--- src/source/weight_rotator_pkg.sv ---
/* Weight rotator shared definitions: sizes, header layout, input beat views
   and output sideband bit positions. */
`default_nettype none

package weight_rotator_pkg;

  localparam int WORD_WIDTH    = 8;
  localparam int CORES         = 2;
  localparam int KERNEL_W_MAX  = 3;
  localparam int KERNEL_H_MAX  = 3;
  localparam int BEAT_WIDTH    = WORD_WIDTH * CORES * KERNEL_W_MAX;
  localparam int IM_CIN_MAX    = 16;
  localparam int IM_COLS_MAX   = 32;
  localparam int IM_BLOCKS_MAX = 8;

  // Every dimension travels as value minus one.
  localparam int BITS_KW     = $clog2(KERNEL_W_MAX);
  localparam int BITS_KH     = $clog2(KERNEL_H_MAX);
  localparam int BITS_CIN    = $clog2(IM_CIN_MAX);
  localparam int BITS_COLS   = $clog2(IM_COLS_MAX);
  localparam int BITS_BLOCKS = $clog2(IM_BLOCKS_MAX);

  localparam int BEATS_CONFIG_3X3 = 5;
  localparam int BEATS_CONFIG_1X1 = 3;
  localparam int BITS_CONFIG      = $clog2(BEATS_CONFIG_3X3); // Holds count minus one.

  localparam int BANK_DEPTH = 64;
  localparam int BITS_ADDR  = $clog2(BANK_DEPTH);

  localparam int I_IS_TOP_BLOCK    = 0;
  localparam int I_IS_BOTTOM_BLOCK = 1;
  localparam int I_IS_1X1          = 2;
  localparam int I_IS_COLS_1_K2    = 3;
  localparam int I_IS_CONFIG       = 4;
  localparam int I_KERNEL_W_1      = 5;
  localparam int TUSER_WIDTH       = I_KERNEL_W_1 + BITS_KW;

  typedef struct packed {
    logic [BITS_BLOCKS-1:0] blocks_1;
    logic [BITS_COLS-1:0]   cols_1;
    logic [BITS_CIN-1:0]    cin_1;
    logic [BITS_KH-1:0]     kh_1;
    logic [BITS_KW-1:0]     kw_1;
  } weight_header_t;

  localparam int HEADER_WIDTH = BITS_BLOCKS + BITS_COLS + BITS_CIN + BITS_KH + BITS_KW;

  // The first beat of a packet is a header, the rest are raw words.
  typedef union packed {
    struct packed {
      logic [BEAT_WIDTH-HEADER_WIDTH-1:0] spare;
      weight_header_t                     fields;
    } header;
    logic [BEAT_WIDTH-1:0] data;
  } weight_beat_u;

endpackage

`default_nettype wire

--- src/source/weight_bank_if.sv ---
/* Bank write and bank read channels between the loader, the bank store
   and the output sequencer. */
`timescale 1ns/1ns
`default_nettype none

interface bank_write_if;
  logic                                        wr_start;  // Pulse, header is valid.
  weight_rotator_pkg::weight_header_t          wr_header;
  logic                                        wr_en;
  logic [weight_rotator_pkg::BITS_ADDR-1:0]    wr_addr;
  logic [weight_rotator_pkg::BEAT_WIDTH-1:0]   wr_data;
  logic                                        wr_commit; // Pulse, bank is complete.
  logic                                        wr_free;

  modport loader (output wr_start, wr_header, wr_en, wr_addr, wr_data, wr_commit,
                  input  wr_free);
  modport store  (input  wr_start, wr_header, wr_en, wr_addr, wr_data, wr_commit,
                  output wr_free);
endinterface


`default_nettype wire

--- src/source/weight_loader.sv ---
/* Weight loader: takes the header beat of each packet, then writes the
   configuration and weight beats into the current write bank. */
`timescale 1ns/1ns
`default_nettype none

module weight_loader (
  input  wire logic                             aclk,
  input  wire logic                             i_reset,
  input  wire logic                             i_s_valid,
  input  wire weight_rotator_pkg::weight_beat_u i_s_data,
  input  wire logic                             i_s_last,
  output logic                                  o_s_ready,
  bank_write_if.loader                          wr
);

  typedef enum logic {
    S_HEADER,
    S_DATA
  } state_t;

  state_t                                   state_q;
  logic [weight_rotator_pkg::BITS_ADDR-1:0] addr_q;
  logic                                     commit_q;
  logic                                     s_handshake;
  logic                                     in_header;

  assign in_header = (state_q == S_HEADER);

  // The store only sees the new write bank the cycle after the commit,
  // so a header is held off while the commit is in flight.
  assign o_s_ready   = in_header ? (wr.wr_free && !commit_q) : 1'b1;
  assign s_handshake = i_s_valid && o_s_ready;

  always_ff @(posedge aclk) begin
    if (i_reset) begin
      state_q  <= S_HEADER;
      commit_q <= 1'b0;
    end else begin
      commit_q <= s_handshake && !in_header && i_s_last;
      case (state_q)
        S_HEADER: if (s_handshake) state_q <= S_DATA;
        S_DATA:   if (s_handshake && i_s_last) state_q <= S_HEADER;
        default:  state_q <= S_HEADER;
      endcase
    end
  end

  // Config and weight beats fill the bank from address zero.
  always_ff @(posedge aclk) begin
    if (i_reset) begin
      addr_q <= '0;
    end else if (wr.wr_start) begin
      addr_q <= '0;
    end else if (wr.wr_en) begin
      addr_q <= addr_q + 1'b1;
    end
  end

  assign wr.wr_start  = s_handshake && in_header;
  assign wr.wr_header = i_s_data.header.fields; // Header view of the first beat.
  assign wr.wr_en     = s_handshake && !in_header;
  assign wr.wr_addr   = addr_q;
  assign wr.wr_data   = i_s_data.data;
  assign wr.wr_commit = commit_q;

endmodule

`default_nettype wire

--- src/flat_wrapper.sv ---
// flat-port wrapper written by rule: the top's interface ports become plain ports
module weight_loader_flat 
  (aclk, i_reset, i_s_valid, i_s_data, i_s_last, o_s_ready, wr_wr_start, wr_wr_header, wr_wr_en, wr_wr_addr, wr_wr_data, wr_wr_commit, wr_wr_free);
  bank_write_if wr_i ();
  input  wire logic aclk;
  input  wire logic i_reset;
  input  wire logic i_s_valid;
  input  wire weight_rotator_pkg::weight_beat_u i_s_data;
  input  wire logic i_s_last;
  output logic o_s_ready;
  output wire logic [$bits(wr_i.wr_start)-1:0] wr_wr_start;
  output wire logic [$bits(wr_i.wr_header)-1:0] wr_wr_header;
  output wire logic [$bits(wr_i.wr_en)-1:0] wr_wr_en;
  output wire logic [$bits(wr_i.wr_addr)-1:0] wr_wr_addr;
  output wire logic [$bits(wr_i.wr_data)-1:0] wr_wr_data;
  output wire logic [$bits(wr_i.wr_commit)-1:0] wr_wr_commit;
  input wire logic [$bits(wr_i.wr_free)-1:0] wr_wr_free;
  assign wr_wr_start = wr_i.wr_start;
  assign wr_wr_header = wr_i.wr_header;
  assign wr_wr_en = wr_i.wr_en;
  assign wr_wr_addr = wr_i.wr_addr;
  assign wr_wr_data = wr_i.wr_data;
  assign wr_wr_commit = wr_i.wr_commit;
  assign wr_i.wr_free = wr_wr_free;
  weight_loader u_core (.aclk(aclk), .i_reset(i_reset), .i_s_valid(i_s_valid), .i_s_data(i_s_data), .i_s_last(i_s_last), .o_s_ready(o_s_ready), .wr(wr_i));
endmodule
--- config.mk ---
export PLATFORM = sky130hd
export DESIGN_NAME = weight_loader_flat
export DESIGN_NICKNAME = d
export VERILOG_FILES = /design/src/source/weight_rotator_pkg.sv /design/src/source/weight_bank_if.sv /design/src/source/weight_loader.sv /design/src/flat_wrapper.sv
export SDC_FILE = /design/constraint.sdc
export NUM_CORES = 1
export LEC_CHECK = 0
export BUFFER_PORTS_ARGS = -buffer_cell sky130_fd_sc_hd__buf_4
export CORE_MARGIN = 2
export CORE_UTILIZATION = 32
export DETAILED_ROUTE_END_ITERATION = 12
export PLACE_DENSITY_LB_ADDON = 0.08
export SYNTH_ARGS = -nofsm -noshare
export SYNTH_HDL_FRONTEND = slang
export SYNTH_SLANG_ARGS = --single-unit
--- constraint.sdc ---
create_clock -name aclk -period 2.6 [get_ports aclk]
set_input_delay 0.13 -clock aclk [delete_from_list [all_inputs] [get_ports aclk]]
set_output_delay 0.13 -clock aclk [all_outputs]
set_load 0.005 [all_outputs]
**Word level (Yosys, flattened, before mapping)**

Index checks and enable logic that the tools add are counted.

- Bitwise operators: 1
- Mux-type cells: 4
- Add/subtract/negate cells: 1
- Reduce and logical (&&, ||, !) cells: 8

Operators by type and width:

| kind | number |
|---|---|
| $add A6 B1 Y6 const B | 1 |
| $logic_and A1 B1 Y1 | 6 |
| $mux W1 | 3 |
| $pmux W1 S2 | 1 |
| $reduce_or A2 Y1 | 1 |
| $logic_not A1 Y1 | 1 |
| $not A1 Y1 | 1 |

- Bits of input ports: 53
- Bits in registers: 8

**Logic depth before layout (Yosys ltp)**

Gate-level depths: netlist of run 1.

- Word-level depth: 7
- Depth in mapped cells: 5
- Gate-level depth less buffers: 4

**Least setup slack after synthesis of run 1**

OpenSTA, ideal clock, no wires.

- Path type: flip-flop to flip-flop
- Start: register u_core.addr_q, in the netlist u_core.wr.wr_addr[0]
- End: register u_core.addr_q, in the netlist u_core.wr.wr_addr[4]
- Data required time: 2.530 ns
- Setup time: 0.070 ns
- Path slack: 1.472 ns
- Data arrival time: 1.058 ns
- Period minus slack after synthesis: 1.128 ns
- Buffers on the path: 0
- Cell stages (with the launch flop): 5
- Cells stage by stage: dfxtp_1 ha_1 inv_1 or3_1 a21oi_1

- Word-level cells in the longest chain between the ends: 1

Ends and longest elaborated chain:

| item | line | RTL |
|---|---|---|
| start: declaration | weight_loader.sv:22 | `logic [weight_rotator_pkg::BITS_ADDR-1:0] addr_q;` |
| start signal: assignment | weight_loader.sv:55 | `addr_q <= addr_q + 1'b1;` |
| $add A6 B1 Y6 | weight_loader.sv:55 |  |

No other way between the ends.
A chain may end at the register's enable or synchronous reset.

**Worst setup path after layout of run 1**

- Start: register u_core.state_q
- End: register u_core.addr_q, in the netlist u_core.wr.wr_addr[3]

- Word-level cells in the longest chain between the ends: 4

Ends and longest elaborated chain:

| item | line | RTL |
|---|---|---|
| start: declaration | weight_loader.sv:21 | `state_t state_q;` |
| start signal: assignment | weight_loader.sv:36 | `state_q <= S_HEADER;` |
| start signal: assignment | weight_loader.sv:41 | `S_HEADER: if (s_handshake) state_q <= S_DATA;` |
| start signal: assignment | weight_loader.sv:42 | `S_DATA: if (s_handshake && i_s_last) state_q <= S_HEADER;` |
| $mux W1 | weight_loader.sv:31 | `assign o_s_ready = in_header ? (wr.wr_free && !commit_q) : 1'b1;` |
| $logic_and A1 B1 Y1 | weight_loader.sv:32 | `assign s_handshake = i_s_valid && o_s_ready;` |
| $logic_and A1 B1 Y1 | weight_loader.sv:59 | `assign wr.wr_start = s_handshake && in_header;` |
| $reduce_or A2 Y1 (no source line) | -- |  |

Parallel ways exist; a longest one is shown, timed or not.

==> results of run 1 <==
[kinds of logic (layout without fill, tap and decap cells)]
family                   after synthesis  count (layout)  share of synthesized area [%]
flip-flops                             8               8                           18.6
XOR/XNOR                               2               2                           2.03
AND/OR/NAND/NOR                       18              18                           12.5
AO/OA/AOI/OAI                          9               9                           5.94
adder cells (fa/ha/maj)                1               1                           1.45
buffers and inverters                 69              20                           59.6
[flip-flops by register name, indices dropped and copies added (netlist names)]
register	cells
u_core.wr.wr_commit	1
u_core.state_q	1
u_core.wr.wr_addr	6
[placed cells by master (no fill, tap or decap), drive strengths merged]
cell,synthesis,routed
a21o,1,1
a21oi,5,5
and4bb,1,1
buf,66,14
clkbuf,0,3
dfxtp,8,8
ha,1,1
inv,3,3
nand2,4,4
nand3,4,4
nand4,1,1
nor2,3,3
nor3b,1,1
o21ai,3,3
or2,1,1
or3,3,3
xor2,2,2
[critical path: cells and delay by family (launching register included)]
family / cells / cell delay (ns)
flops: 1 / 0.47
compound gates: 1 / 0.14
simple gates: 2 / 0.56
[synthesized netlist by cell type, types with 2 or more instances]
| cell | n | share of area (%) |
|---|---|---|
| a21oi_1 | 4 | 2.3 |
| inv_1 | 3 | 1.3 |
| or3_1 | 3 | 2.2 |
| nor2_1 | 3 | 1.3 |
| buf_4 | 64 | 56 |
| buf_6 | 2 | 2.6 |
| o21ai_0 | 3 | 1.7 |
| nand3_1 | 4 | 2.3 |
| xor2_1 | 2 | 2.0 |
| dfxtp_1 | 8 | 19 |
| nand2_1 | 4 | 1.7 |
[through the flow]
| step | hold WS [ns] | cell area (um2) | instances |
|---|---|---|---|
| after floorplan | 0.202 | 863 | 107 |
| after global placement | 0.260 | 503 | 85 |
| after detailed placement | 0.260 | 503 | 85 |
| after CTS | 0.0463 | 526 | 88 |
| after global routing | 0.0341 | 526 | 88 |
| final | 0.0592 | 526 | 88 |
[metal layers]
metal | vias to the layer above | GRT usage [%]
met2 | 40 | 9.69
met3 | 14 | 7.67
met4 | 0 | 8.16
met5 | - | 0
met1 | 142 | 8.65
li1 | 180 | -
[power by group]
part | switching [uW] | leakage, uW | internal, uW | total (uW)
Sequential | 3.44 | 0.0000647 | 125 | 128
Clock | 42.7 | 0.0000138 | 52.9 | 95.6
Combinational | 10.8 | 0.000138 | 13.2 | 24.1
[final timing paths]
path	start	to	slack (ns)	depth (start not counted)
hold / removal	i_reset	u_core.state_q$_SDFF_PP0_	0.06	2
setup reg to reg	u_core.state_q$_SDFF_PP0_	u_core.wr.wr_addr[3]$_SDFFE_PP0P_	1.36	3
hold reg to reg	u_core.wr.wr_addr[1]$_SDFFE_PP0P_	u_core.wr.wr_addr[1]$_SDFFE_PP0P_	0.51	2
setup / recovery	u_core.state_q$_SDFF_PP0_	u_core.wr.wr_addr[3]$_SDFFE_PP0P_	1.36	3
[final cells by class]
type                    count  area, um2  share of cell area, %
flip-flops and latches      8        160                   30.5
clock buffers               3       22.5                   4.29
multi-input cells          30        189                   36.0
well taps                  30       37.5                   7.14
inverters                   3       11.3                   2.14
repair buffers             14        105                   20.0
==> run summary, run 1 <==
Status -> finished, final reports clean
Root buf cell -> clkbuf_4
CP max-delay cell -> dfxtp_1
Resized cells post-CTS -> 0
Starting Density -> 34.2%
Clock-pin slew on the worst setup and hold paths -> 0.06 ns
N_diodes -> 0
Die ar. -> 3130 um2
Pwr dens -> 471 nW/um2
Highest metal used -> met4
Minimum clock period -> 1.24 ns
Final core utilization -> 20.8%
Number of global-route vias before repair -> 387
Post-DP HPWL -> 983 um
Sequential share of the synthesized area -> 18.6%
EDFF count, synth -> 0
WP data arrival -> 1.42 ns
Class of the worst hold path -> in2reg
Syn Nets -> 161
Global placement routability congestion -> 0.609
Drt total wl -> 1270 um
Layout Nets -> 114
Synth Register Bits -> 8
IO Pins -> 127
WL met2 -> 519 um
Total number of vias -> 376
Syn Area/Cell -> 8.07 um2
Final Hold Viols -> 0
Grt ovf -> 0
Wire per inst -> 14.4 um
Netlist Area Pre-Place -> 863 um2
CTS tree -> done
Mapped Cells -> 107
Final setup fails -> 0
Chip height -> 55.9 um
Relative max-transition margin -> 81.6%
Layout cells sized above 1 -> 34.5%
Worst Slack Setup Final -> 1.36 ns
Layout area overhead -> -39.1%
Via density -> 4.27
Post-route ant nets -> 0
Leakage -> 0.000217 uW
CP cell instances -> and4bb_4, or2_1, a21oi_1
Post-CTS Setup Inserts -> 0
TritonCTS buffer count -> 3
H-tree depth -> 1
Filler cell count -> 291
1st-pass router iterations -> 2
Number of remaining DRC errors -> 0
IO buf count -> 14
Ys async rst share -> 0%
Final Max Slew Viols -> 0
Max FO, Critical Path -> 8
Bufs on Longest Clock Path -> 2
Crit path kind -> reg2reg
Total power -> 248 uW
First-pass GRT wire length -> 1980 um
Initial antenna violation count -> 0
Worst slew pin tran -> 0.276 ns
Distinct cell type count after synthesis -> 18
Worst Skew -> 0.00229 ns
RSZ-0062 raised after global routing -> no
Top FF cell, synth -> dfxtp_1
MaxCap Viol Count -> 0
Area of the core -> 2520 um2
Iter 0 DRT Violations -> 4
Crit-path max cell delay -> 0.47 ns
Largest net degree at the start of global routing -> 9
Setup TNS -> 0 ns
Crit. End Element -> register
Final Cycle Share -> 47.6%
Clk Latency, worst-skew pair -> 0.25 ns
Synth Warn # -> 0
Worst slack at placement -> 1.35 ns
GRT Util Overall -> 8.44%
Post-CTS Hold Buffers -> 0
Metal-1 WL -> 466 um
CP required -> 2.79 ns
Die X -> 55.9 um
Fmax -> 808 MHz
CP Launch Type -> register
Met3 routed WL -> 233 um
Num rows -> 18
CTS Sinks -> 8
VDD IR max -> 184 uV
(Power assumes the default switching activity.)
==> inputs of run 2 (changes only) <==
--- a/config.mk
+++ b/config.mk
@@ -7,7 +7,7 @@
 export LEC_CHECK = 0
 export BUFFER_PORTS_ARGS = -buffer_cell sky130_fd_sc_hd__buf_4
 export CORE_MARGIN = 2
-export CORE_UTILIZATION = 32
+export CORE_UTILIZATION = 27
 export DETAILED_ROUTE_END_ITERATION = 12
 export PLACE_DENSITY_LB_ADDON = 0.08
 export SYNTH_ARGS = -nofsm -noshare
==> constraint.sdc (replaced) <==
create_clock -name aclk -period 1.1 [get_ports aclk]
set_input_delay 0.055 -clock aclk [delete_from_list [all_inputs] [get_ports aclk]]
set_output_delay 0.055 -clock aclk [all_outputs]
set_load 0.005 [all_outputs]
==> run 2 against run 1 <==
Compared with the run above:
- the run now ends with setup timing left
- final cell count up 26%
- sequential share of layout area down 3.9 points
- clock power up 140%
- highest routed layer unchanged
- global-route usage down 0.82 points
==> run summary, run 2 (synthesis results as in run 1) <==
Status -> finished, violations left
Violated checks -> setup timing
CP bufs+invs -> 2
Leakage -> 0.000266 uW
GR Util met1 -> 7.83%
Routing usage on met2 -> 11.3%
Class of the worst hold path -> in2reg
VDD IR max -> 321 uV
Die X -> 60.5 um
Final Hold Viols -> 0
Die ar. -> 3670 um2
Filler cell count -> 361
Layout area overhead -> -28.1%
Num rows -> 20
GRT Max-Usage Layer -> met2
CP cell instances -> and4bb_4, buf_4, buf_4
Total number of vias -> 410
H-tree depth -> 1
Total power -> 607 uW
CP required -> 1.04 ns
Worst slack at placement -> -0.0559 ns
Logic pwr share -> 12.3%
Pwr dens -> 978 nW/um2
Max reg flops -> 6
Met3 usage -> 5.76%
Power Internal -> 463 uW
Number of remaining DRC errors -> 0
Relative max-transition margin -> 81.8%
Post-DP HPWL -> 1060 um
Most frequent cells in the layout -> buf_4, a21oi_1, nand3_1, dfxtp_2, dfxtp_1
Worst Slack Setup Final -> -0.0435 ns
Iter 0 DRT Violations -> 4
IO buf count -> 14
MaxCap Viol Count -> 0
Grt ovf -> 0
WP data arrival -> 1.09 ns
IO Pins -> 127
Root buf cell -> clkbuf_4
Initial antenna violation count -> 0
Final core utilization -> 20.3%
Starting Density -> 28.3%
Crit. End Element -> output port
CP dominant cell by count -> buf_4
Bufs on Longest Clock Path -> 2
CTS Sinks -> 8
Number of global-route vias before repair -> 412
CP Launch Type -> register
Final setup fails -> 1
Worst slew pin tran -> 0.272 ns
CP max-delay cell -> dfxtp_2
Area of the core -> 3050 um2
CTS tree -> done
Worst Skew -> 0.00177 ns
Delay-heaviest family, CP -> flip-flops
Clock-pin slew on the worst setup and hold paths -> 0.06 ns
N_diodes -> 0
Most common cell after layout, fill and taps aside -> buf_4
Sw frac -> 23.8%
Layout cells sized above 1 -> 49.3%
Wire per inst -> 12.0 um
Final Cycle Share -> 104%
Largest net degree at the start of global routing -> 8
Chip height -> 60.5 um
Crit path kind -> reg2out
Fmax -> 875 MHz
TritonCTS buffer count -> 3
Final Max Slew Viols -> 0
Max FO, Critical Path -> 5
Global placement routability congestion -> 0.613
Setup TNS -> -0.0435 ns
GRT Util Overall -> 7.62%
Clk Latency, worst-skew pair -> 0.25 ns
Post-CTS Setup Inserts -> 0
Drt total wl -> 1330 um
Via density -> 3.69
Post-route ant nets -> 0
Layout Nets -> 123
Switch Pwr -> 144 uW
Crit-path max cell delay -> 0.34 ns
1st-pass router iterations -> 4
Clock share of power -> 38.3%
RSZ-0062 raised after global routing -> yes
Sequential Power Share -> 49.4%
Minimum clock period -> 1.14 ns
First-pass GRT wire length -> 2010 um
==> run 2: area by class of cell <==
class / count / area [um2] / share of cell area, %
clock buffers: 3 / 22.5 / 3.63
inverters: 3 / 11.3 / 1.81
multi-input cells: 30 / 191 / 30.8
flip-flops and latches: 8 / 165 / 26.6
well taps: 44 / 55.1 / 8.87
repair buffers: 23 / 175 / 28.2
==> run 2: power by group through the flow <==
stage | clock network (uW) | registers [uW] | logic (uW)
2_1_floorplan | 0 | 304 | 226
3_3_place_gp | 0 | 305 | 73.2
3_5_place_dp | 0 | 306 | 72.9
4_1_cts | 248 | 300 | 77.0
5_1_grt | 264 | 301 | 83.6
6_report | 232 | 300 | 74.5
==> run 2: path summary, 6_finish.rpt <==
path / depth (start not counted) / slack (ns) / startpoint / to
min reg2reg: 2 / 0.51 / u_core.wr.wr_addr[5]$_SDFFE_PP0P_ / u_core.wr.wr_addr[5]$_SDFFE_PP0P_
max reg2reg: 3 / 0 / u_core.state_q$_SDFF_PP0_ / u_core.wr.wr_addr[3]$_SDFFE_PP0P_
min: 2 / 0.07 / i_s_last / u_core.wr.wr_commit$_SDFF_PP0_
max: 3 / -0.04 / u_core.state_q$_SDFF_PP0_ / wr_wr_start
==> run 2: layer usage <==
| layer | wire [um] | part of all wire (%) |
|---|---|---|
| met1 | 474 | 36 |
| met4 | 40 | 3.0 |
| met3 | 214 | 16 |
| met5 | 0 | 0 |
| met2 | 599 | 45 |
==> run 2: what timing repair did <==
item	4_1_cts	5_1_grt
pin swaps	0	0
hold buffers	1	0
gates resized for setup	3	0
endpoints found under the setup margin	9	9
hold endpoints to repair	2	0
==> run 2: per-stage QoR <==
stage          std cells  instance area, um2  hold WS [ns]
4_1_cts              111                 621        0.0594
3_5_place_dp         107                 583         0.110
6_report             111                 621        0.0718
3_3_place_gp         107                 583         0.110
2_1_floorplan        107                 866         0.127
5_1_grt              111                 621        0.0736
