File: config.mk
export PLATFORM = sky130hd
export DESIGN_NAME = weight_sequencer_flat
export DESIGN_NICKNAME = d
export VERILOG_FILES = /design/src/source/weight_rotator_pkg.sv /design/src/source/weight_bank_if.sv /design/src/source/weight_sequencer.sv /design/src/flat_wrapper.sv
export SDC_FILE = /design/constraint.sdc
export NUM_CORES = 1
export LEC_CHECK = 0
export BUFFER_PORTS_ARGS = -buffer_cell sky130_fd_sc_hd__buf_4
export CAP_MARGIN = 20
export CORE_MARGIN = 4
export CORE_UTILIZATION = 47
export DETAILED_ROUTE_END_ITERATION = 10
export PLACE_DENSITY = 0.89
export SETUP_SLACK_MARGIN = 0.2
export SLEW_MARGIN = 30
export SYNTH_ARGS = -nofsm -noshare
export SYNTH_HDL_FRONTEND = slang
export SYNTH_SLANG_ARGS = --single-unit
File: constraint.sdc
create_clock -name aclk -period 3.5 [get_ports aclk]
set_input_delay 0.525 -clock aclk [delete_from_list [all_inputs] [get_ports aclk]]
set_output_delay 0.525 -clock aclk [all_outputs]
set_load 0.02 [all_outputs]
File: src/source/weight_rotator_pkg.sv
/* Weight rotator shared definitions: sizes, header layout, input beat views
   and output sideband bit positions. */
`default_nettype none

package weight_rotator_pkg;

  localparam int WORD_WIDTH    = 8;
  localparam int CORES         = 2;
  localparam int KERNEL_W_MAX  = 3;
  localparam int KERNEL_H_MAX  = 3;
  localparam int BEAT_WIDTH    = WORD_WIDTH * CORES * KERNEL_W_MAX;
  localparam int IM_CIN_MAX    = 16;
  localparam int IM_COLS_MAX   = 32;
  localparam int IM_BLOCKS_MAX = 8;

  // Every dimension travels as value minus one.
  localparam int BITS_KW     = $clog2(KERNEL_W_MAX);
  localparam int BITS_KH     = $clog2(KERNEL_H_MAX);
  localparam int BITS_CIN    = $clog2(IM_CIN_MAX);
  localparam int BITS_COLS   = $clog2(IM_COLS_MAX);
  localparam int BITS_BLOCKS = $clog2(IM_BLOCKS_MAX);

  localparam int BEATS_CONFIG_3X3 = 5;
  localparam int BEATS_CONFIG_1X1 = 3;
  localparam int BITS_CONFIG      = $clog2(BEATS_CONFIG_3X3); // Holds count minus one.

  localparam int BANK_DEPTH = 64;
  localparam int BITS_ADDR  = $clog2(BANK_DEPTH);

  localparam int I_IS_TOP_BLOCK    = 0;
  localparam int I_IS_BOTTOM_BLOCK = 1;
  localparam int I_IS_1X1          = 2;
  localparam int I_IS_COLS_1_K2    = 3;
  localparam int I_IS_CONFIG       = 4;
  localparam int I_KERNEL_W_1      = 5;
  localparam int TUSER_WIDTH       = I_KERNEL_W_1 + BITS_KW;

  typedef struct packed {
    logic [BITS_BLOCKS-1:0] blocks_1;
    logic [BITS_COLS-1:0]   cols_1;
    logic [BITS_CIN-1:0]    cin_1;
    logic [BITS_KH-1:0]     kh_1;
    logic [BITS_KW-1:0]     kw_1;
  } weight_header_t;

  localparam int HEADER_WIDTH = BITS_BLOCKS + BITS_COLS + BITS_CIN + BITS_KH + BITS_KW;

  // The first beat of a packet is a header, the rest are raw words.
  typedef union packed {
    struct packed {
      logic [BEAT_WIDTH-HEADER_WIDTH-1:0] spare;
      weight_header_t                     fields;
    } header;
    logic [BEAT_WIDTH-1:0] data;
  } weight_beat_u;

endpackage

`default_nettype wire

File: src/source/weight_bank_if.sv
/* Bank write and bank read channels between the loader, the bank store
   and the output sequencer. */
`timescale 1ns/1ns
`default_nettype none


interface bank_read_if;
  logic                                        rd_full;
  weight_rotator_pkg::weight_header_t          rd_header;
  logic [weight_rotator_pkg::BEAT_WIDTH-1:0]   rd_data;
  logic [weight_rotator_pkg::BITS_ADDR-1:0]    rd_addr;
  logic                                        rd_release; // Pulse, bank may be reused.

  modport store     (output rd_full, rd_header, rd_data,
                     input  rd_addr, rd_release);
  modport sequencer (input  rd_full, rd_header, rd_data,
                     output rd_addr, rd_release);
endinterface

`default_nettype wire

File: src/source/weight_sequencer.sv
/* Weight sequencer: sends the configuration beats of a full bank once, then
   rotates its weight beats cols x blocks times with sideband flags. */
`timescale 1ns/1ns
`default_nettype none

module weight_sequencer (
  input  wire logic                                      aclk,
  input  wire logic                                      i_reset,
  bank_read_if.sequencer                                 rd,
  input  wire logic                                      i_m_ready,
  output logic                                           o_m_valid,
  output logic [weight_rotator_pkg::BEAT_WIDTH-1:0]      o_m_data,
  output logic                                           o_m_last,
  output logic [weight_rotator_pkg::TUSER_WIDTH-1:0]     o_m_user
);

  typedef enum logic [1:0] {
    S_IDLE,
    S_CONFIG,
    S_ROTATE,
    S_RELEASE
  } state_t;

  state_t                                     state_q;
  weight_rotator_pkg::weight_header_t         hdr;
  logic [weight_rotator_pkg::BITS_ADDR-1:0]   base_addr;
  logic [weight_rotator_pkg::BITS_ADDR-1:0]   addr_q;
  logic [weight_rotator_pkg::BITS_CONFIG-1:0] cfg_cnt;
  logic [weight_rotator_pkg::BITS_KH-1:0]     kh_cnt;
  logic [weight_rotator_pkg::BITS_CIN-1:0]    cin_cnt;
  logic [weight_rotator_pkg::BITS_COLS-1:0]   cols_cnt;
  logic [weight_rotator_pkg::BITS_BLOCKS-1:0] blocks_cnt;
  logic                                       last_kh;
  logic                                       last_cin;
  logic                                       last_cols;
  logic                                       last_blocks;
  logic                                       pass_end;
  logic                                       last_beat;
  logic                                       rotating;
  logic                                       m_handshake;

  assign hdr = rd.rd_header;

  // Weights sit right after the config beats, whose count is set by kh.
  assign base_addr = (hdr.kh_1 == '0) ?
                     weight_rotator_pkg::BITS_ADDR'(weight_rotator_pkg::BEATS_CONFIG_1X1) :
                     weight_rotator_pkg::BITS_ADDR'(weight_rotator_pkg::BEATS_CONFIG_3X3);

  assign last_kh     = (kh_cnt == '0);
  assign last_cin    = (cin_cnt == '0);
  assign last_cols   = (cols_cnt == '0);
  assign last_blocks = (blocks_cnt == '0);
  assign pass_end    = last_kh && last_cin;   // End of one kh x cin pass.
  assign last_beat   = pass_end && last_cols && last_blocks;

  assign rotating    = (state_q == S_ROTATE);
  assign o_m_valid   = (state_q == S_CONFIG) || rotating;
  assign m_handshake = o_m_valid && i_m_ready;

  always_ff @(posedge aclk) begin
    if (i_reset) begin
      state_q    <= S_IDLE;
      addr_q     <= '0;
      cfg_cnt    <= '0;
      kh_cnt     <= '0;
      cin_cnt    <= '0;
      cols_cnt   <= '0;
      blocks_cnt <= '0;
    end else begin
      case (state_q)
        S_IDLE: begin
          if (rd.rd_full) begin
            state_q    <= S_CONFIG;
            addr_q     <= '0;
            cfg_cnt    <= weight_rotator_pkg::BITS_CONFIG'(base_addr - 1'b1);
            kh_cnt     <= hdr.kh_1;
            cin_cnt    <= hdr.cin_1;
            cols_cnt   <= hdr.cols_1;
            blocks_cnt <= hdr.blocks_1;
          end
        end
        S_CONFIG: begin
          if (m_handshake) begin
            addr_q <= addr_q + 1'b1; // Lands on base_addr after the last one.
            if (cfg_cnt == '0) begin
              state_q <= S_ROTATE;
            end else begin
              cfg_cnt <= cfg_cnt - 1'b1;
            end
          end
        end
        S_ROTATE: begin
          if (m_handshake) begin
            if (last_beat) begin
              state_q <= S_RELEASE;
            end
            addr_q <= pass_end ? base_addr : addr_q + 1'b1;
            kh_cnt <= last_kh ? hdr.kh_1 : kh_cnt - 1'b1;
            if (last_kh) begin
              cin_cnt <= last_cin ? hdr.cin_1 : cin_cnt - 1'b1;
            end
            if (pass_end) begin
              cols_cnt <= last_cols ? hdr.cols_1 : cols_cnt - 1'b1;
            end
            if (pass_end && last_cols) begin
              blocks_cnt <= last_blocks ? hdr.blocks_1 : blocks_cnt - 1'b1;
            end
          end
        end
        default: begin
          state_q <= S_IDLE;  // Release takes one cycle.
        end
      endcase
    end
  end

  assign rd.rd_addr    = addr_q;
  assign rd.rd_release = (state_q == S_RELEASE);

  assign o_m_data = rd.rd_data;
  assign o_m_last = rotating && last_beat;

  // Config beats carry only the config flag.
  assign o_m_user[weight_rotator_pkg::I_IS_CONFIG]       = (state_q == S_CONFIG);
  assign o_m_user[weight_rotator_pkg::I_IS_1X1]          = rotating && (hdr.kw_1 == '0);
  assign o_m_user[weight_rotator_pkg::I_IS_TOP_BLOCK]    = rotating && (blocks_cnt == hdr.blocks_1);
  assign o_m_user[weight_rotator_pkg::I_IS_BOTTOM_BLOCK] = rotating && last_blocks;
  // Column cols-1-kw/2 counted from the left is kw/2 on the down-counter.
  assign o_m_user[weight_rotator_pkg::I_IS_COLS_1_K2] =
      rotating && (cols_cnt == weight_rotator_pkg::BITS_COLS'(hdr.kw_1 >> 1));
  assign o_m_user[weight_rotator_pkg::I_KERNEL_W_1 +: weight_rotator_pkg::BITS_KW] =
      rotating ? hdr.kw_1 : '0;

endmodule

`default_nettype wire

File: src/flat_wrapper.sv
// flat-port wrapper written by rule: the top's interface ports become plain ports
module weight_sequencer_flat 
  (aclk, i_reset, i_m_ready, o_m_valid, o_m_data, o_m_last, o_m_user, rd_rd_full, rd_rd_header, rd_rd_data, rd_rd_addr, rd_rd_release);
  bank_read_if rd_i ();
  input  wire logic aclk;
  input  wire logic i_reset;
  input  wire logic i_m_ready;
  output logic o_m_valid;
  output logic [weight_rotator_pkg::BEAT_WIDTH-1:0] o_m_data;
  output logic o_m_last;
  output logic [weight_rotator_pkg::TUSER_WIDTH-1:0] o_m_user;
  input wire logic [$bits(rd_i.rd_full)-1:0] rd_rd_full;
  input wire logic [$bits(rd_i.rd_header)-1:0] rd_rd_header;
  input wire logic [$bits(rd_i.rd_data)-1:0] rd_rd_data;
  output wire logic [$bits(rd_i.rd_addr)-1:0] rd_rd_addr;
  output wire logic [$bits(rd_i.rd_release)-1:0] rd_rd_release;
  assign rd_i.rd_full = rd_rd_full;
  assign rd_i.rd_header = rd_rd_header;
  assign rd_i.rd_data = rd_rd_data;
  assign rd_rd_addr = rd_i.rd_addr;
  assign rd_rd_release = rd_i.rd_release;
  weight_sequencer u_core (.aclk(aclk), .i_reset(i_reset), .rd(rd_i), .i_m_ready(i_m_ready), .o_m_valid(o_m_valid), .o_m_data(o_m_data), .o_m_last(o_m_last), .o_m_user(o_m_user));
endmodule
== Word level (Yosys, flattened, before mapping) ==
Index checks and enable logic that the tools add are counted.

* Flip-flop bits (word level): 25
* Bits in latches: 0
* Memory bits (writable): 0
* Memory bits (read-only): 0
* Input port bits: 68
* Logic and storage cells: 92
* Memories kept: 0

* $add $sub $neg: 7
* $mul: 0
* Div/mod/pow operators: 0
* Order comparisons: 0
* Eq/ne operators: 14
* Shifts and indexed selects: 0
* Multiplexer cells: 36
* Bitwise logic cells: 0
* Reduce and logical (&&, ||, !) cells: 28

{| class="wikitable"
|+ Operators with widths
! cell !! number
|-
| 2-to-1 mux 3 bit || 8
|-
| 2-to-1 mux 6 bit || 4
|-
| 2-to-1 mux 5 bit || 4
|-
| AND reduction 4 bit || 5
|-
| 2-to-1 mux 2 bit || 9
|-
| case mux 6 bit (3 select lines) || 1
|-
| 2-to-1 mux 4 bit || 4
|-
| case mux 3 bit (2 select lines) || 2
|-
| != test 2 x 1 -> 1 bit (second input constant) || 5
|-
| case mux 5 bit (2 select lines) || 1
|-
| logical AND 1 bit || 9
|-
| subtractor 3 x 1 -> 3 bit (second input constant) || 3
|-
| logical NOT 2 bit || 4
|-
| != test 2 bit (second input constant) || 4
|-
| case mux 4 bit (2 select lines) || 1
|-
| adder 6 x 1 -> 6 bit (second input constant) || 1
|-
| logical NOT 3 bit || 2
|-
| case mux 2 bit (3 select lines) || 1
|-
| == test 5 x 1 -> 1 bit || 1
|-
| logical NOT 5 bit || 1
|-
| AND reduction 5 bit || 1
|-
| subtractor 5 x 1 -> 5 bit (second input constant) || 1
|-
| == test 2 bit (second input constant) || 2
|-
| logical NOT 4 bit || 1
|-
| 9 further kinds || 10
|}

== Depth between registers and ports, before layout ==
Gate-level depths: netlist (run 1).

* Depth in word-level cells: 7
* Depth in mapped cells: 9

== Worst setup path after synthesis (run 1) ==
No wires, ideal clock.

* Path kind: flip-flop to flip-flop
* Start: register u_core.state_q[0]
* End: register u_core.state_q[0]
* Arrival time: 2.297 ns
* Data required time: 3.379 ns
* Slack: 1.082 ns
* Cell stages (with the launch flop): 8
* Buffers on the path: 1
* Period minus slack after synthesis: 2.418 ns
* Cells stage by stage: dfxtp_1 -> inv_1 -> ha_1 -> nor2b_1 -> or4_4 -> buf_6 -> nor4_2 -> mux2_2

* Longest elaborated chain between the ends: 5
* Elaborated cells between the ends (all ways): 12
* Classes of those cells: eq/ne: 7; mux: 1; reduce/logical: 4

{| class="wikitable"
|+ Ends and longest elaborated chain
! what !! RTL line !! RTL
|-
| start, declared || weight_sequencer.sv:24 || <nowiki>state_t state_q;</nowiki>
|-
| start signal, assigned || weight_sequencer.sv:62 || <nowiki>state_q <= S_IDLE;</nowiki>
|-
| start signal, assigned || weight_sequencer.sv:73 || <nowiki>state_q <= S_CONFIG;</nowiki>
|-
| start signal, assigned || weight_sequencer.sv:86 || <nowiki>state_q <= S_ROTATE;</nowiki>
|-
| == test 2 x 1 -> 1 bit or == test 2 bit (tied branches) || weight_sequencer.sv:57, weight_sequencer.sv:56 ||
|-
| logical OR 1 bit * || weight_sequencer.sv:57 || <nowiki>assign o_m_valid = (state_q == S_CONFIG) || rotating;</nowiki>
|-
| net o_m_valid || flat_wrapper.sv:8 || <nowiki>output logic o_m_valid;</nowiki>
|-
| logical AND 1 bit * || weight_sequencer.sv:58 || <nowiki>assign m_handshake = o_m_valid && i_m_ready;</nowiki>
|-
| != test 2 x 1 -> 1 bit (no line) or != test 2 bit (tied branches) || n/a ||
|-
| AND reduction 5 bit (no line) * || n/a ||
|}

Mark *: on every way through the listed nets, which the timed path passes. The rest lies on a longest branch.
A chain may end at the register's enable or synchronous reset.

== Final worst setup path (run 1) ==
* Start: register u_core.state_q[0]
* End: output o_m_user[0] (netlist bit)

* Longest elaborated chain between the ends: 2

{| class="wikitable"
|+ Ends and longest elaborated chain
! what !! RTL line !! RTL
|-
| == test 2 bit || weight_sequencer.sv:56 || <nowiki>assign rotating = (state_q == S_ROTATE);</nowiki>
|-
| logical AND 1 bit || weight_sequencer.sv:126 || <nowiki>assign o_m_user[weight_rotator_pkg::I_IS_TOP_BLOCK] = rotating && (blocks_cnt == hdr.blocks_1);</nowiki>
|-
| end, declared || flat_wrapper.sv:11 || <nowiki>output logic [weight_rotator_pkg::TUSER_WIDTH-1:0] o_m_user;</nowiki>
|}

Every way passes these cells.

==> results.cfg, run 1 <==
[critical_path]
cp_num_cells = 5
r2r_slack_ns = 0.87
reg2reg_depth = 6
r2r_start = u_core.state_q[0]
regToRegEndpoint = u_core.rd.rd_addr[3]
worstPathArrival_ns = 2.19
crit_top_cell = inv_1
crit_chain = inv_1 > ha_1 > inv_1 > nor4_1 > buf_4
critPathKind = reg -> out
cp_slowest_cell = ha_1
crit_path_start = u_core.state_q[0]
cp_num_buf_inv = 3
critPathMaxFanout = 20
cpPeakStageDelay_ns = 0.47
critical_path_required_ns = 2.97
startpoint_type = register
path_delay_family = buffers and inverters
critPathCaptureType = output pin

[finish]
drive_gt1_share_pct = 18.7
diodes = 0
seq_area_um2 = 500
final_common_cell = buf_4
final_cell_mix = buf_4, dfxtp_1, nor2_1, nand2_1, o21ai_0
fill_cells = 439
nets = 344
area_delta_synth_final_pct = -1.14
multiInputGateArea_um2 = 1240

[yosys]
synth-seq-area-share_pct = 22.8
synth_largest_area_cell = dfxtp_1
synth_top_area_share_pct = 22.8
syn_inst = 281
synth_nets = 362
synth_edf_count = 0
yosysWarnings = 0
synth-seq-cells = 25
synth_area_um2 = 2200
ys.flop_type = dfxtp_1
synth.area.top_cells = dfxtp_1, buf_4, ha_1, o21ai_0, a21oi_1
synth_cell_types = 53
syn_area_per_cell_um2 = 7.82
async_reset_ff_share_pct = 0

[sta]
slew_violations = 0
fin_crit_ns = 2.72
finalClockSkew_ns = 0.0103
max_slew_margin_pct = 40.4
setup_viol = 0
whs_ns = 0.506
clock.fmax_mhz = 368
min_period_over_period_pct = 77.6
grt_setup_unrepaired = no
timing_worst_slew_pin_value_ns = 0.891
tns_ns = 0
setup_ws_ns = 0.783
hold_violations = 0

[worst_hold_path]
whs_path_depth = 2
hp-start = u_core.cin_cnt[3]
min_path_type = reg -> reg
min_to = u_core.cin_cnt[3]

[clock_network]
cts_resized = 0
clkSinkCount = 25
root_buffer = clkbuf_8
path_clk_slew_ns = 0.09
ctsHoldBuffers = 0
htree_num_levels = 1
numCtsBuffers = 3
insertion_delay_ns = 0.27
tritoncts = built
cts_max_path_buffers = 2
postCtsSetupRepairBufs = 0

[power]
leakagePower_nw = 0.850
ir_drop_mv = 0.435
powerDensity_nw_per_um2 = 852

[place]
io_buffers = 35
pre_cts_slack_ns = 0.934
place.gp.congestion = 0.845
dp_hpwl_um = 3660

[global_routing]
grt_pass1_wl_um = 8200
grt_max_degree = 25
grt_pass1_vias = 1867
antenna_found_initial = 0
overflow = 0
grt_use_total_pct = 16.4

[status]
outcome = finished clean

[floorplanning]
dieArea_um2 = 5830
core-area_um2 = 4440
rows = 24
ioPinCount = 132
die_w_um = 76.4
initial_core_util_pct = 49.4
fp.dieH_um = 76.4

[detailed_routing]
wl_met3_um = 341
wl_met2_um = 2290
top_layer_used = met4
firstDrtPassIters = 4
m1WireLength_um = 2180
wl_per_cell_um = 15.5
wirelength_um = 4860
via_per_inst = 6.17
drc = 0
postRouteAntennaNets = 0
num_vias = 1938
first_iter_violations = 129

[job]
maxCapViolations = 0
## sequential cells by signal (all words and copies together) (netlist names)
| name | flops |
|---|---|
| u_core.kh_cnt | 2 |
| u_core.blocks_cnt | 3 |
| u_core.cfg_cnt | 3 |
| u_core.state_q | 2 |
| u_core.cols_cnt | 5 |
| u_core.rd.rd_addr | 6 |
| u_core.cin_cnt | 4 |
## routing by layer
layer  track usage (%)  up-vias
li1                  -      936
met1              19.8      935
met2              27.4       59
met3              4.49        8
met4              6.52        0
met5                 0        -
## area by class of cell
cell class | count | area share [%]
multi-input combinational | 184 | 57.0
sequential | 25 | 23.0
timing repair buffer | 37 | 12.8
tap | 52 | 3.00
inverter | 12 | 2.07
clock buffer | 3 | 1.90
clock inverter | 1 | 0.230
## where the power goes
| part | switching, mW | total (mW) | leakage (nW) | internal [mW] |
|---|---|---|---|---|
| registers | 0.106 | 0.489 | 0.205 | 0.383 |
| clock network | 0.0935 | 0.173 | 0.0255 | 0.0797 |
| logic | 0.720 | 1.19 | 0.620 | 0.470 |
## synth_stat cells, drive strengths merged (4+ instances only)
cell type / n
ha: 13
xor2: 4
or4: 4
clkbuf: 9
a221oi: 4
buf: 51
nand3: 8
o31ai: 6
nor2b: 7
or3: 4
nor3: 10
o21ai: 16
dfxtp: 25
nand2: 16
o31a: 4
a31oi: 4
nor2: 19
a21oi: 15
inv: 12
## per-stage QoR
step / cell area [um2] / power (mW) / instances / utilization, %
CTS: 2170 / 1.85 / 314 / 48.9
detailed placement: 2130 / 1.66 / 310 / 47.8
finish: 2170 / 1.85 / 314 / 48.9
global placement: 2130 / 1.62 / 310 / 47.8
floorplan: 2200 / 1.47 / 281 / -
global route: 2170 / 2.02 / 314 / 48.9
## worst max-delay path by stage
stage                            to
3_3_place_gp   u_core.rd.rd_addr[4]
2_1_floorplan     u_core.state_q[0]
4_1_cts                 o_m_user[0]
3_5_place_dp   u_core.rd.rd_addr[5]
5_1_grt                 o_m_user[0]
6_report                o_m_user[0]
## cell families (layout without fill, tap and decap cells)
group	Yosys count	after routing	synth area share, %
DFF	25	25	22.8
muxes	4	4	1.88
buffers and inverters	72	53	20.9
AOI/OAI and AO/OA	73	73	22.7
and+or+nand+nor	89	89	22.4
xor gates and xnor gates	5	5	1.99
adders and majority gates	13	13	7.40
## worst min-delay path, cell delays in order (launching register included)
cell and delay [ns]:
dfxtp_1 0.33, o21ai_0 0.07, a21oi_1 0.06
(Power assumes the default switching activity.)
==> run 2, diff against run 1 <==
--- a/config.mk
+++ b/config.mk
@@ -8,9 +8,9 @@
 export BUFFER_PORTS_ARGS = -buffer_cell sky130_fd_sc_hd__buf_4
 export CAP_MARGIN = 20
 export CORE_MARGIN = 4
-export CORE_UTILIZATION = 47
+export CORE_UTILIZATION = 40
 export DETAILED_ROUTE_END_ITERATION = 10
-export PLACE_DENSITY = 0.89
+export PLACE_DENSITY = 0.81
 export SETUP_SLACK_MARGIN = 0.2
 export SLEW_MARGIN = 30
 export SYNTH_ARGS = -nofsm -noshare
==> constraint.sdc (replaced) <==
create_clock -name aclk -period 2.3 [get_ports aclk]
set_input_delay 0.345 -clock aclk [delete_from_list [all_inputs] [get_ports aclk]]
set_output_delay 0.345 -clock aclk [all_outputs]
set_load 0.02 [all_outputs]
==> run 2 against run 1 <==
  * Highest routed layer unchanged
  * Critical path depth is 1 higher
  * Clock power is 58% higher
  * Clock skew is 0.0047 ns lower
  * Critical endpoint is now u_core.rd.rd_addr[5]
  * Flip-flop and latch count stayed put
  * Worst setup slack worse by 0.57 ns
  * Final cell count is 8.9% higher
  * Sequential share of layout area is 2.2 points lower
==> results.cfg, run 2 (synthesis results as in run 1) <==
[status]
outcome = finished clean

[job]
maxCapViolations = 0

[global_routing]
overflow = 0
grt_use_total_pct = 15.7
grt_max_degree = 25
antenna_found_initial = 0
grt_pass1_vias = 1847
grt_pass1_wl_um = 8470

[floorplanning]
initial_core_util_pct = 42.2
rows = 26
fp.dieH_um = 82.1
ioPinCount = 132
dieArea_um2 = 6740
core-area_um2 = 5200
die_w_um = 82.1

[clock_network]
numCtsBuffers = 3
htree_num_levels = 1
cts_max_path_buffers = 2
insertion_delay_ns = 0.28
root_buffer = clkbuf_8
tritoncts = built
path_clk_slew_ns = 0.10
clkSinkCount = 25

[finish]
diodes = 0
largest_reg_flops = 6
drive_gt1_share_pct = 30.9
nets = 354
fin_cells = 342
final_area_um2 = 2440
final_cell_mix = buf_4, dfxtp_1, nor2_1, nand2_1, o21ai_0
area_delta_synth_final_pct = 11.3
final_common_cell = buf_4

[worst_hold_path]
min_path_type = in -> reg
whs_path_depth = 3

[place]
numPlacedInstances = 334
dp_hpwl_um = 3830
io_buffers = 35
place.gp.congestion = 0.864
placed_cell_area_um2 = 2250

[sta]
clock.fmax_mhz = 478
fin_crit_ns = 2.09
setup_viol = 0
max_slew_margin_pct = 56.8
tns_ns = 0
hold_violations = 0
min_period_over_period_pct = 90.9
slew_violations = 0
grt_setup_unrepaired = yes
finalClockSkew_ns = 0.00562
timing_worst_slew_pin_value_ns = 0.641

[critical_path]
reg2reg_depth = 6
cp_num_buf_inv = 1
critPathMaxFanout = 7
critPathCaptureType = register
startpoint_type = register
cp_num_cells = 6
cp_slowest_cell = or4_4
crit_chain = buf_12 > ha_4 > nor2b_1 > or4_4 > or4_4 > a221oi_2
critical_path_required_ns = 2.50
critPathKind = reg -> reg
crit_top_cell = or4_4
cpPeakStageDelay_ns = 0.56
path_delay_family = simple AND/OR/NAND/NOR gates
worstPathArrival_ns = 2.29

[detailed_routing]
wirelength_um = 5300
postRouteAntennaNets = 0
firstDrtPassIters = 4
wl_per_cell_um = 15.5
first_iter_violations = 205
via_per_inst = 5.79
drc = 0
num_vias = 1981

[power]
leakagePower_nw = 0.926
powerDensity_nw_per_um2 = 1350
ir_drop_mv = 0.770
==> run 2: changes by cell type in the layout (fill, tap and decap cells not counted), moves of 3 or more <==
cell	before	now
ha_1	13	9
dfxtp_1	25	22
buf_4	37	45
ha_4	0	3
==> run 2: what timing repair did <==
item,in CTS,in global routing
hold buffers,0,0
gates resized for setup,7,16
setup endpoints to repair,6,14
pin swaps,4,2
buffers inserted,2,2
==> run 2: through the flow <==
step           util (%)  hold WS (ns)  power (mW)  setup slack [ns]
3_3_place_gp       43.2         0.487        2.68             0.153
4_1_cts            45.3         0.343        3.09             0.207
3_5_place_dp       43.2         0.498        2.73             0.108
6_report           47.0         0.335        3.31             0.209
5_1_grt            47.0         0.345        3.60             0.159
2_1_floorplan         -         0.462        2.34             0.139
==> run 2: power by group <==
part / internal, mW / leakage [nW] / switching (mW)
registers: 0.593 / 0.207 / 0.185
clock network: 0.122 / 0.0255 / 0.152
logic: 0.988 / 0.694 / 1.27
==> run 2: metal layers <==
metal	global-route usage (%)	routed length [um]
met1	19.7	2290
met2	27.4	2530
met3	3.47	411
met4	3.65	69
met5	0	0
==> run 2: worst reg2reg max path: cells and delay by family (launching register included) <==
kind | cells | cell delay [ns]
compound gates | 1 | 0.23
buf+inv | 1 | 0.13
simple gates | 3 | 1.12
fa+ha+maj | 1 | 0.16
flops | 1 | 0.37
==> run 2: final timing paths <==
kind / startpoint / endpoint / slack [ns]
hold reg to reg: u_core.cin_cnt[0] / u_core.cin_cnt[0] / 0.49
hold / removal: rd_rd_header[5] / u_core.cin_cnt[1] / 0.33
setup reg to reg: u_core.state_q[0] / u_core.rd.rd_addr[5] / 0.21
setup / recovery: u_core.state_q[0] / u_core.rd.rd_addr[5] / 0.21
==> run 2: layout make-up <==
cell class                 instances  area, um2
fill                             522       2760
multi-input combinational        184       1390
sequential                        25        509
timing repair buffer              47        369
tap                               70       87.6
inverter                          12       47.5
clock buffer                       3       41.3
clock inverter                     1       5.00
==> run 3, diff against run 2 <==
--- a/config.mk
+++ b/config.mk
@@ -10,6 +10,7 @@
 export CORE_MARGIN = 4
 export CORE_UTILIZATION = 40
 export DETAILED_ROUTE_END_ITERATION = 10
+export GPL_TIMING_DRIVEN = 0
 export PLACE_DENSITY = 0.81
 export SETUP_SLACK_MARGIN = 0.2
 export SLEW_MARGIN = 30
==> run 3 against run 2 <==
  * Power rose by 11%
  * Clock skew fell by 0.0037 ns
  * Sequential power rose by 3%
  * Non-clock buffer count is 110 higher
  * Design area rose by 34%
  * Combinational power increased by 15%
  * Die area is the same
==> results.cfg, run 3 (synthesis results as in run 1) <==
[status]
outcome = finished clean

[sta]
fin_crit_ns = 2.18
min_period_over_period_pct = 94.7
timing_worst_slew_pin_value_ns = 0.666
finalClockSkew_ns = 0.00191
setup_viol = 0
tns_ns = 0
clock.fmax_mhz = 459
grt_setup_unrepaired = yes
slew_violations = 0
hold_violations = 0
whs_ns = 0.326
max_slew_margin_pct = 55.6

[worst_hold_path]
min_path_type = in -> reg

[floorplanning]
rows = 26
initial_core_util_pct = 42.2
dieArea_um2 = 6740
ioPinCount = 132
core-area_um2 = 5200
fp.dieH_um = 82.1
die_w_um = 82.1

[clock_network]
htree_num_levels = 1
insertion_delay_ns = 0.27
cts_max_path_buffers = 2
tritoncts = built
root_buffer = clkbuf_8
numCtsBuffers = 3
clkSinkCount = 25
path_clk_slew_ns = 0.09
ctsHoldBuffers = 0

[finish]
area_delta_synth_final_pct = 49.6
nets = 464
drive_gt1_share_pct = 49.5
largest_reg_flops = 6
final_common_cell = buf_4
multiInputGateArea_um2 = 1420
diodes = 0
fill_cells = 476
seq_area_um2 = 508
final_cell_mix = buf_4, dfxtp_1, nor2_1, nand2_1, o21ai_0

[detailed_routing]
postRouteAntennaNets = 0
firstDrtPassIters = 5
wirelength_um = 6670
first_iter_violations = 144
via_per_inst = 5.42
drc = 0
num_vias = 2451
wl_per_cell_um = 14.8

[global_routing]
grt_max_degree = 14
overflow = 0
antenna_found_initial = 0
grt_use_total_pct = 18.7
grt_pass1_vias = 2271
grt_pass1_wl_um = 10000

[critical_path]
critical_path_required_ns = 2.49
critPathCaptureType = register
startpoint_type = register
critPathMaxFanout = 7
critPathKind = reg -> reg
worstPathArrival_ns = 2.37

[power]
p_int_mw = 1.89
power_frac_comb_pct = 70.7
leakagePower_nw = 1.46
powerDensity_nw_per_um2 = 1110
ir_drop_mv = 0.555
p_sw_share_pct = 48.5
clkPwrFrac_pct = 7.5
p_sw_mw = 1.78
seq_power_share_pct = 21.8

[place]
io_buffers = 83
place.gp.congestion = 0.885
dp_hpwl_um = 5000

[job]
maxCapViolations = 0
==> run 3: cell count changes in the layout (fill, tap and decap cells not counted), moves of 2 or more <==
cell and delta:
buf_1 +2, clkbuf_2 +3, buf_4 +99, nor3_1 -2, clkbuf_1 +4, nor3_2 +2
==> run 3: power by group through the flow <==
| stage | logic, mW | clock network [mW] | registers, mW |
|---|---|---|---|
| 2_1_floorplan | 1.61 | 0 | 0.729 |
| 3_3_place_gp | 2.08 | 0 | 0.759 |
| 3_5_place_dp | 2.12 | 0 | 0.769 |
| 4_1_cts | 2.39 | 0.279 | 0.788 |
| 5_1_grt | 2.83 | 0.298 | 0.823 |
| 6_report | 2.59 | 0.275 | 0.798 |
==> run 3: repair_timing <==
item                                    CTS  global route
setup buffers                             7             6
endpoints found under the setup margin   18            21
gates cloned                              1             0
pin swaps                                 3             3
gates resized for setup                  25            15
==> run 3: worst max-delay path, stage by stage, from the launching register on <==
cell,delay [ns]
dfxtp_4,0.40
inv_4,0.06
ha_4,0.15
buf_6,0.12
nor2b_4,0.13
or4_4,0.44
buf_6,0.15
or4_4,0.41
a221oi_2,0.23
==> run 3: final timing paths <==
| check | start | endpoint | slack (ns) | cells past startpoint |
|---|---|---|---|---|
| max | u_core.state_q[0] | u_core.rd.rd_addr[4] | 0.12 | 8 |
| min | i_reset | u_core.cols_cnt[3] | 0.33 | 2 |
| max reg2reg | u_core.state_q[0] | u_core.rd.rd_addr[4] | 0.12 | 8 |
| min reg2reg | u_core.rd.rd_addr[5] | u_core.rd.rd_addr[5] | 0.51 | 2 |
==> run 3: area by class of cell <==
cell class                      instances  area share (%)
Multi-Input combinational cell        184            43.1
Timing Repair Buffer                   97            22.1
Sequential cell                        25            15.5
Buffer                                 60            13.9
Tap cell                               70            2.66
Inverter                               12            1.52
Clock buffer                            4            1.37
==> run 3: stage by stage <==
step                      util [%]  setup slack, ns  total power, mW  instance area, um2  instances
after floorplan                  -            0.139             2.34                2260        281
after global placement        57.1           -0.263             2.84                2970        434
after detailed placement      57.1           -0.215             2.89                2970        434
after CTS                     61.3            0.151             3.46                3190        446
after global routing          63.1           0.0360             3.95                3290        452
final                         63.1            0.122             3.66                3290        452
==> run 3: per-layer routing <==
metal  GRT usage, %  routed length [um]
met1           23.0                2510
met2           33.0                3350
met3           3.80                 728
met4           4.82                  79
met5              0                   0
